===== config.mk =====
export PLATFORM = sky130hd
export DESIGN_NAME = tiny16_system
export DESIGN_NICKNAME = d
export VERILOG_FILES = /design/src/design/tiny16_isa_pkg.sv /design/src/design/tiny16_sys_pkg.sv /design/src/design/tiny16_core.sv /design/src/design/tiny16_decoder.sv /design/src/design/tiny16_memory.sv /design/src/design/tiny16_system.sv
export SDC_FILE = /design/constraint.sdc
export NUM_CORES = 2
export LEC_CHECK = 0
export BUFFER_PORTS_ARGS = -buffer_cell sky130_fd_sc_hd__buf_2
export CORE_UTILIZATION = 30
export DETAILED_ROUTE_END_ITERATION = 8
export GPL_ROUTABILITY_DRIVEN = 0
export HOLD_SLACK_MARGIN = 0.1
export PLACE_DENSITY = 0.49
export SYNTH_ARGS = -nofsm -noshare
export SYNTH_HDL_FRONTEND = slang
export SYNTH_MEMORY_MAX_BITS = 65536
export SYNTH_SLANG_ARGS = --single-unit

===== constraint.sdc =====
create_clock -name clk -period 15.25 [get_ports clk]
set_input_delay 2.2875 -clock clk [delete_from_list [all_inputs] [get_ports clk]]
set_output_delay 2.2875 -clock clk [all_outputs]
set_load 0.02 [all_outputs]

===== src/design/tiny16_isa_pkg.sv =====
`default_nettype none

package tiny16_isa_pkg;

    // instruction word and field widths
    localparam int INSTR_W    = 16;
    localparam int OFFSET_W   = 8;
    localparam int OFFSET10_W = 10;
    localparam int OPCODE_W   = 4;
    localparam int REG_IDX_W  = 2;

    typedef logic [REG_IDX_W-1:0] reg_idx_t;

    localparam reg_idx_t REG_A  = 2'd0;
    localparam reg_idx_t REG_W  = 2'd1;
    localparam reg_idx_t REG_X  = 2'd2;
    localparam reg_idx_t REG_PC = 2'd3;

    typedef logic [OPCODE_W-1:0] opcode_t;

    // major opcodes, bits 7:4 of the word
    localparam opcode_t OP_SYS   = 4'h0;
    localparam opcode_t OP_BR    = 4'h1;
    localparam opcode_t OP_MVI   = 4'h3;
    localparam opcode_t OP_LOAD  = 4'h4;
    localparam opcode_t OP_STORE = 4'h5;
    localparam opcode_t OP_MOV   = 4'h6;
    localparam opcode_t OP_ADI   = 4'h7;

    // branch group is OP_BR plus every nibble with bit 3 set
    // low three bits mask {c, z, n}, bit 3 inverts the test
    // so 4'h8 is an unconditional branch

    // only two whole words are legal under OP_SYS
    localparam logic [INSTR_W-1:0] WORD_HALT = 16'h0000;
    localparam logic [INSTR_W-1:0] WORD_NOP  = 16'h0001;

    // load, store, mov, adi, branch
    // branch offset is {dst, offset}, adi immediate likewise
    typedef struct packed {
        logic [OFFSET_W-1:0] offset;
        opcode_t             opcode;
        reg_idx_t            dst;
        reg_idx_t            src;
    } mem_fields_t;

    // mvi, spare must be zero
    typedef struct packed {
        logic [OFFSET_W-1:0] data;
        opcode_t             opcode;
        logic                hi;
        logic                spare;
        reg_idx_t            rsel;
    } imm_fields_t;

    typedef union packed {
        mem_fields_t mem_f;
        imm_fields_t imm_f;
    } instr_t;

endpackage

`default_nettype wire


===== src/design/tiny16_sys_pkg.sv =====
`default_nettype none

package tiny16_sys_pkg;

    // data word and bus width
    localparam int WORD_W = 16;

    typedef logic [WORD_W-1:0] word_t;

    // one-hot sequencer stages
    localparam int STAGE_W = 4;

    typedef logic [STAGE_W-1:0] stage_t;

    localparam stage_t ST_FETCH = 4'b0001;
    localparam stage_t ST_EXEC  = 4'b0010;
    localparam stage_t ST_MEM   = 4'b0100;
    localparam stage_t ST_WB    = 4'b1000;

endpackage

`default_nettype wire


===== src/design/tiny16_core.sv =====
`default_nettype none

module tiny16_core (
    input  logic                     clk,
    input  logic                     reset,
    input  tiny16_sys_pkg::word_t    data_in,
    input  logic                     ready,
    output tiny16_sys_pkg::word_t    address,
    output tiny16_sys_pkg::word_t    data_out,
    output logic                     rd,
    output logic                     wr,
    output logic                     hlt,
    output logic                     error,
    output tiny16_isa_pkg::instr_t   instr,
    output logic                     c,
    output logic                     z,
    output logic                     n,
    input  logic                     halt,
    input  logic                     nop,
    input  logic                     br,
    input  logic                     mvi,
    input  logic                     load,
    input  logic                     store,
    input  logic                     movrr,
    input  logic                     adi,
    input  logic                     err,
    input  logic                     hi,
    input  logic                     branch_taken,
    input  tiny16_isa_pkg::reg_idx_t src_sel,
    input  tiny16_isa_pkg::reg_idx_t dst_sel,
    input  logic [7:0]               imm_byte,
    input  tiny16_sys_pkg::word_t    offset8_ext,
    input  tiny16_sys_pkg::word_t    offset10_ext
);
    import tiny16_isa_pkg::*;
    import tiny16_sys_pkg::*;

    stage_t        stage;
    logic          advance;
    logic          bus_done;
    logic          stop;
    logic          mem_op;
    logic          rd_next;
    logic          wr_next;
    word_t         regs [4];
    word_t         result;
    word_t         base;
    word_t         pc_next;
    logic [WORD_W:0] sum;
    logic          wb_en;
    word_t         wb_word;
    word_t         pc_after_wb;

    assign bus_done = (rd || wr) && ready;
    assign stop     = hlt || halt || err;
    assign mem_op   = load || store;

    // fetch and memory wait on the bus, exec waits on nothing
    always_comb begin
        advance = 1'b0;
        rd_next = 1'b0;
        wr_next = 1'b0;
        case (stage)
            ST_FETCH: begin
                advance = bus_done;
                rd_next = !bus_done;
            end
            ST_EXEC: begin
                advance = !stop;
                rd_next = !stop && load;
                wr_next = !stop && store;
            end
            ST_MEM: begin
                advance = bus_done || !mem_op;
                rd_next = rd && !bus_done;
                wr_next = wr && !bus_done;
            end
            ST_WB: begin
                advance = 1'b1;
                rd_next = 1'b1;
            end
            default: advance = 1'b1;
        endcase
    end

    assign base    = load ? regs[src_sel] : regs[dst_sel];
    assign sum     = {1'b0, regs[src_sel]} + {1'b0, offset10_ext};
    assign pc_next = regs[REG_PC] + ((br && branch_taken) ? offset10_ext : word_t'(1));

    // write-back word, mvi merges one byte into the old value
    assign wb_en = load || movrr || adi || mvi;
    always_comb begin
        wb_word = result;
        if (mvi) begin
            if (hi)
                wb_word = {imm_byte, regs[dst_sel][7:0]};
            else
                wb_word = {regs[dst_sel][15:8], imm_byte};
        end
    end

    // next fetch address, honours a write to PC
    assign pc_after_wb = (wb_en && dst_sel == REG_PC) ? wb_word : regs[REG_PC];

    always_ff @(posedge clk) begin
        if (!reset) begin
            stage        <= ST_FETCH;
            rd           <= 1'b0;
            wr           <= 1'b0;
            hlt          <= 1'b0;
            error        <= 1'b0;
            c            <= 1'b0;
            z            <= 1'b0;
            n            <= 1'b0;
            address      <= '0;
            regs[REG_PC] <= '0;
        end else begin
            rd <= rd_next;
            wr <= wr_next;
            if (advance)
                stage <= {stage[STAGE_W-2:0], stage[STAGE_W-1]};
            if (stage == ST_EXEC && !hlt) begin
                if (halt || err) begin
                    hlt   <= 1'b1;
                    error <= err;
                end else begin
                    regs[REG_PC] <= pc_next;
                    if (!nop) begin
                        if (mem_op)
                            address <= base + offset8_ext;
                        if (adi) begin
                            c <= sum[WORD_W];
                            z <= (sum[WORD_W-1:0] == '0);
                            n <= sum[WORD_W-1];
                        end
                    end
                end
            end
            if (stage == ST_WB) begin
                if (wb_en)
                    regs[dst_sel] <= wb_word;
                address <= pc_after_wb;
            end
        end
    end

    // instruction, store data and result latch
    always_ff @(posedge clk) begin
        if (stage == ST_FETCH && bus_done)
            instr <= data_in;
        if (stage == ST_EXEC && !stop && !nop) begin
            if (store)
                data_out <= regs[src_sel];
            if (adi)
                result <= sum[WORD_W-1:0];
            else if (movrr)
                result <= regs[src_sel];
        end
        if (stage == ST_MEM && load && bus_done)
            result <= data_in;
    end

endmodule

`default_nettype wire


===== src/design/tiny16_decoder.sv =====
`default_nettype none

module tiny16_decoder (
    input  tiny16_isa_pkg::instr_t   instr,
    input  logic                     c,
    input  logic                     z,
    input  logic                     n,
    output logic                     halt,
    output logic                     nop,
    output logic                     br,
    output logic                     mvi,
    output logic                     load,
    output logic                     store,
    output logic                     movrr,
    output logic                     adi,
    output logic                     err,
    output logic                     hi,
    output logic                     branch_taken,
    output tiny16_isa_pkg::reg_idx_t src_sel,
    output tiny16_isa_pkg::reg_idx_t dst_sel,
    output logic [7:0]               imm_byte,
    output tiny16_sys_pkg::word_t    offset8_ext,
    output tiny16_sys_pkg::word_t    offset10_ext
);
    import tiny16_isa_pkg::*;
    import tiny16_sys_pkg::*;

    opcode_t    opcode;
    logic       sys_op;
    logic [2:0] cond_hits;

    // both views agree on the opcode nibble
    assign opcode = instr.mem_f.opcode;
    assign sys_op = (opcode == OP_SYS);

    assign halt  = sys_op && (instr == WORD_HALT);
    assign nop   = sys_op && (instr == WORD_NOP);
    assign br    = (opcode == OP_BR) || opcode[3];
    assign mvi   = (opcode == OP_MVI) && !instr.imm_f.spare;
    assign load  = (opcode == OP_LOAD);
    assign store = (opcode == OP_STORE);
    assign movrr = (opcode == OP_MOV);
    assign adi   = (opcode == OP_ADI);

    // anything outside the defined set
    assign err = !(halt || nop || br || mvi || load || store || movrr || adi);

    assign hi       = instr.imm_f.hi;
    assign imm_byte = instr.imm_f.data;

    // load/store displacement
    assign offset8_ext = {{(WORD_W - OFFSET_W){instr.mem_f.offset[OFFSET_W-1]}},
                          instr.mem_f.offset};

    // branch displacement and add immediate
    assign offset10_ext = {{(WORD_W - OFFSET10_W){instr.mem_f.dst[REG_IDX_W-1]}},
                           instr.mem_f.dst, instr.mem_f.offset};

    // store: src is the data, dst the base
    // load: src is the base, dst the target
    always_comb begin
        src_sel = instr.mem_f.src;
        dst_sel = instr.mem_f.dst;
        if (mvi) begin
            dst_sel = instr.imm_f.rsel;
        end else if (adi) begin
            // adi adds in place
            dst_sel = instr.mem_f.src;
        end
    end

    // any selected flag set, then optional inversion
    assign cond_hits    = opcode[2:0] & {c, z, n};
    assign branch_taken = (|cond_hits) ^ opcode[3];

endmodule

`default_nettype wire


===== src/design/tiny16_memory.sv =====
`default_nettype none

module tiny16_memory #(
    parameter int ADDR_BITS   = 8,
    parameter int WAIT_CYCLES = 1
) (
    input  logic                  clk,
    input  logic                  reset,
    input  tiny16_sys_pkg::word_t address,
    input  logic                  rd,
    input  logic                  wr,
    input  tiny16_sys_pkg::word_t data_out,
    output tiny16_sys_pkg::word_t data_in,
    output logic                  ready,
    input  logic                  prog_we,
    input  logic [ADDR_BITS-1:0]  prog_addr,
    input  tiny16_sys_pkg::word_t prog_data
);
    import tiny16_sys_pkg::*;

    localparam int DEPTH = 2 ** ADDR_BITS;
    localparam int CNT_W = $clog2(WAIT_CYCLES + 2);

    word_t                mem [DEPTH];
    logic [CNT_W-1:0]     wait_cnt;
    logic [ADDR_BITS-1:0] index;
    logic                 access;

    assign index  = address[ADDR_BITS-1:0];
    assign access = rd || wr;

    // high when idle, or once the wait count is used up
    assign ready = !access || (wait_cnt == CNT_W'(WAIT_CYCLES));

    // async read, valid in the ready cycle
    assign data_in = mem[index];

    always_ff @(posedge clk) begin
        if (!reset)
            wait_cnt <= '0;
        else if (access && !ready)
            wait_cnt <= wait_cnt + 1'b1;
        else
            wait_cnt <= '0;
    end

    // program load only while the core is held
    always_ff @(posedge clk) begin
        if (!reset) begin
            if (prog_we)
                mem[prog_addr] <= prog_data;
        end else if (wr && ready) begin
            mem[index] <= data_out;
        end
    end

endmodule

`default_nettype wire


===== src/design/tiny16_system.sv =====
`default_nettype none

module tiny16_system #(
    parameter int ADDR_BITS   = 8,
    parameter int WAIT_CYCLES = 1
) (
    input  logic                  clk,
    input  logic                  reset,
    input  logic                  prog_we,
    input  logic [ADDR_BITS-1:0]  prog_addr,
    input  tiny16_sys_pkg::word_t prog_data,
    output logic                  hlt,
    output logic                  error,
    output tiny16_sys_pkg::word_t bus_address,
    output tiny16_sys_pkg::word_t bus_wdata,
    output logic                  bus_wr
);
    import tiny16_isa_pkg::*;
    import tiny16_sys_pkg::*;

    // memory side
    word_t    data_in;
    logic     ready;
    logic     rd;

    // decoder side
    instr_t   instr;
    logic     c;
    logic     z;
    logic     n;
    logic     halt;
    logic     nop;
    logic     br;
    logic     mvi;
    logic     load;
    logic     store;
    logic     movrr;
    logic     adi;
    logic     err;
    logic     hi;
    logic     branch_taken;
    reg_idx_t src_sel;
    reg_idx_t dst_sel;
    logic [7:0] imm_byte;
    word_t    offset8_ext;
    word_t    offset10_ext;

    tiny16_core u_core (
        .clk          (clk),
        .reset        (reset),
        .data_in      (data_in),
        .ready        (ready),
        .address      (bus_address),
        .data_out     (bus_wdata),
        .rd           (rd),
        .wr           (bus_wr),
        .hlt          (hlt),
        .error        (error),
        .instr        (instr),
        .c            (c),
        .z            (z),
        .n            (n),
        .halt         (halt),
        .nop          (nop),
        .br           (br),
        .mvi          (mvi),
        .load         (load),
        .store        (store),
        .movrr        (movrr),
        .adi          (adi),
        .err          (err),
        .hi           (hi),
        .branch_taken (branch_taken),
        .src_sel      (src_sel),
        .dst_sel      (dst_sel),
        .imm_byte     (imm_byte),
        .offset8_ext  (offset8_ext),
        .offset10_ext (offset10_ext)
    );

    tiny16_decoder u_decoder (
        .instr        (instr),
        .c            (c),
        .z            (z),
        .n            (n),
        .halt         (halt),
        .nop          (nop),
        .br           (br),
        .mvi          (mvi),
        .load         (load),
        .store        (store),
        .movrr        (movrr),
        .adi          (adi),
        .err          (err),
        .hi           (hi),
        .branch_taken (branch_taken),
        .src_sel      (src_sel),
        .dst_sel      (dst_sel),
        .imm_byte     (imm_byte),
        .offset8_ext  (offset8_ext),
        .offset10_ext (offset10_ext)
    );

    tiny16_memory #(
        .ADDR_BITS   (ADDR_BITS),
        .WAIT_CYCLES (WAIT_CYCLES)
    ) u_memory (
        .clk       (clk),
        .reset     (reset),
        .address   (bus_address),
        .rd        (rd),
        .wr        (bus_wr),
        .data_out  (bus_wdata),
        .data_in   (data_in),
        .ready     (ready),
        .prog_we   (prog_we),
        .prog_addr (prog_addr),
        .prog_data (prog_data)
    );

endmodule

`default_nettype wire


==> impl_metrics.toml <==
[yosys]
synth_top_family_by_area = "multiplexers"
syn_area_um2 = 166000
synth-seq-cells = 4247
synth_simple_gate_area_frac = 0.0219
synth_compound_area_frac = 0.0246
yosysMostFrequentCell = "edfxtp_1"
synthesis.nets = 7620
synth-xor-area-share = 0.00211
ys_top_cells_by_area = "edfxtp_1 76%, mux4_2 16%, nor2_1 0.82%"
ys_async_sr_fraction = 0
ys_seq_area_frac = 0.764
synth_top_cell_by_area = "edfxtp_1"
syn_inst = 7543
synth_cell_type_count = 80
yosysWarnings = 0
synthTopCellsByCount = "4,208 x edfxtp_1, 1,179 x mux4_2, 365 x nor2_1"
syn_avg_cell_area_um2 = 22.1
synth_top_area_share = 0.760
synth_fa_ha_area_frac = 0.00390
muxShareOfSynthArea = 0.170
synth_edf_count = 4208
synth_flop_cell = "edfxtp_1"

[global_routing]
grt_pass1_wl_mm = 701
grt_use_met3 = 0.0312
grt_usage = 0.178
grt_use_met1 = 0.255
grt_max_degree = 188
busiest_layer = "met2"
grtUsageMet2 = 0.282
antenna_found_initial = 48
first_global_vias = 82200
grt-ovfl-total = 0

[hold_path]
hold_end = "u_memory.wait_cnt[0]"
min_path_type = "register to register"
worstHoldStart = "u_memory.wait_cnt[0]"
hold_depth = 1

[critical_path]
cp-start-kind = "register"
crit_path_max_fanout = 100
cpMaxStageDelayCell = "a221oi_1"
end_kind = "register"
cp.arrival_ns = 7.50
rr_endpoint = "u_core.result[14]"
cp_common_cell = "buf_12"
crit_chain = "buf_12, buf_12, buf_4, mux4_2, a22o_1, a221oi_1, o221ai_1, a31oi_1, o311ai_1, nor2_1, a21oi_1"
rr_worst_depth = 11
cp.required_ns = 15.96
r2r_slack_ns = 8.46
critPathKind = "register to register"
crit_path_max_incr_delay_ns = 1.03

[timing]
fin_skew_ns = 0.0534
setup_violations = 0
hold_violations = 0
period_minus_slack_ns = 6.79
worst_slew_pin_slew_ns = 1.51
min_period_over_period = 0.445
setup_ws_ns = 8.46
relSlewSlack = -0.0171
rsz0062_at_grt = "no"
slew_violations = 4
fmax_mhz = 147
fin_setup_tns_ns = 0

[floorplan]
fp.coreArea_um2 = 553000
io_pins = 62
die_w_um = 747
start_util = 0.301
die_area_um2 = 558000
rows = 273
fp.dieH_um = 747

[clock_network]
postCtsSetupRepairBufs = 0
cts_resized = 0
htreeDepth = 5
clock_sinks = 4247
clkTransAtPathRegs_ns = 0.06
cts_buffers = 438
cts_buffer_depth = 4
cts_tree = "built"
hold_buffers = 0
cts_root_buf = "clkbuf_16"
insertion_delay_ns = 1.01

[drt]
routedWlPerCell_um = 32.9
drt-initial-drc-count = 10300
drt-total-wl_mm = 511
remaining_drc_errors = 0
drt_first_pass_iters = 9
ant_nets = 0
route.vias.total = 82400
viasPerCell = 5.31

[cells_and_area]
area.growth.synth_to_final_pct = 14.5
fin_nets = 7932
layout-drive-gt1-share = 0.294

[power]
power_leakage_nw = 56.1
cellPowerDensity_nw_per_um2 = 132
peakVddDrop_mv = 0.0943

[placed_design]
port_buffers = 61
hpwl_mm = 311
post-place-ws_ns = 8.13

[status]
violations = "capacitance limit, slew limit"
status = "complete, but fails checks"

[run]
drv_cap = 3
[report_power, final]
group | switching, mW | internal (mW) | total, mW
Clock | 4.58 | 5.90 | 10.5
Combinational | 1.15 | 0.560 | 1.71
Sequential | 0.0514 | 12.9 | 12.9
[worst max path at each step]
stage | start | to | slack [ns] | depth (start not counted)
floorplan | reset | u_memory.mem[0][10] | 7.89 | 7
global route | register | u_core.result[14] | 8.38 | 11
finish | register | u_core.result[14] | 8.46 | 11
global placement | reset | u_memory.mem[13][5] | 8.02 | 9
CTS | register | u_core.result[14] | 8.72 | 11
detailed placement | reset | u_memory.mem[13][3] | 8.13 | 9
[layer usage]
layer,up-vias,share of wire
li1,32600,-
met3,679,0.076
met5,-,0.00013
met4,10,0.030
met2,3594,0.47
met1,45500,0.43
[cells by family after synthesis]
group,after synthesis
buf+inv,447
fa+ha+maj,50
xor+xnor,40
simple gates,807
compound gates,607
flops,4247
mux,1345
[state kept, by name, summed over array words and instances, names as in the netlist, 2 cells and up, named ones only]
register / flops
u_memory.wait_cnt: 2
u_core.result: 16
u_core.address: 16
u_core.stage: 4
u_core.regs: 64
u_core.instr: 16
u_memory.mem: 4096
u_core.data_out: 16
[layout by cell type (no fill, tap or decap), types with 30 or more instances in the layout]
cell and instances:
buf_4 213, edfxtp_1 4208, buf_2 61, nand3_1 30, a22oi_1 99, dfxtp_1 31, nor2_2 212, bufinv_16 35
clkbuf_16 441, nor3_1 38, o22ai_1 61, mux2_2 45, a21oi_1 152, nand2_1 152, clkbuf_1 80, mux4_2 1179
nor2b_1 53, ha_1 47, a211oi_1 59, clkinv_2 90, clkinv_1 115, o21ai_0 47, nor2_1 152, mux2i_1 120
[metrics by stage]
stage / power (mW) / hold WS, ns / std cells / cell area [um^2] / utilization
after floorplan: 14.1 / 0.397 / 7543 / 166000 / -
after global placement: 14.9 / 0.406 / 14700 / 177000 / 0.319
after detailed placement: 14.9 / 0.411 / 14700 / 177000 / 0.319
after CTS: 25.3 / 0.421 / 15500 / 190000 / 0.345
after global routing: 25.8 / 0.469 / 15500 / 190000 / 0.345
final: 25.1 / 0.417 / 15500 / 190000 / 0.345
[worst max-delay path, delay by kind of cell, from the launching register on]
family / cells / cell delay, ns
DFF: 1 / 0.68
and+or+nand+nor: 1 / 0.24
AOI/OAI and AO/OA: 6 / 3.02
muxes: 1 / 0.44
buffers and inverters: 3 / 1.85
[layout make-up]
type | count | area, um^2
inverters | 23 | 86.3
well taps | 7287 | 9120
clock buffers | 521 | 11300
clock inverters | 284 | 2530
fillers | 51100 | 362000
repair buffers | 296 | 2340
flip-flops and latches | 4247 | 127000
multi-input cells | 2849 | 37800
diodes | 16 | 40.0
Power figures use the tool's default switching activity.
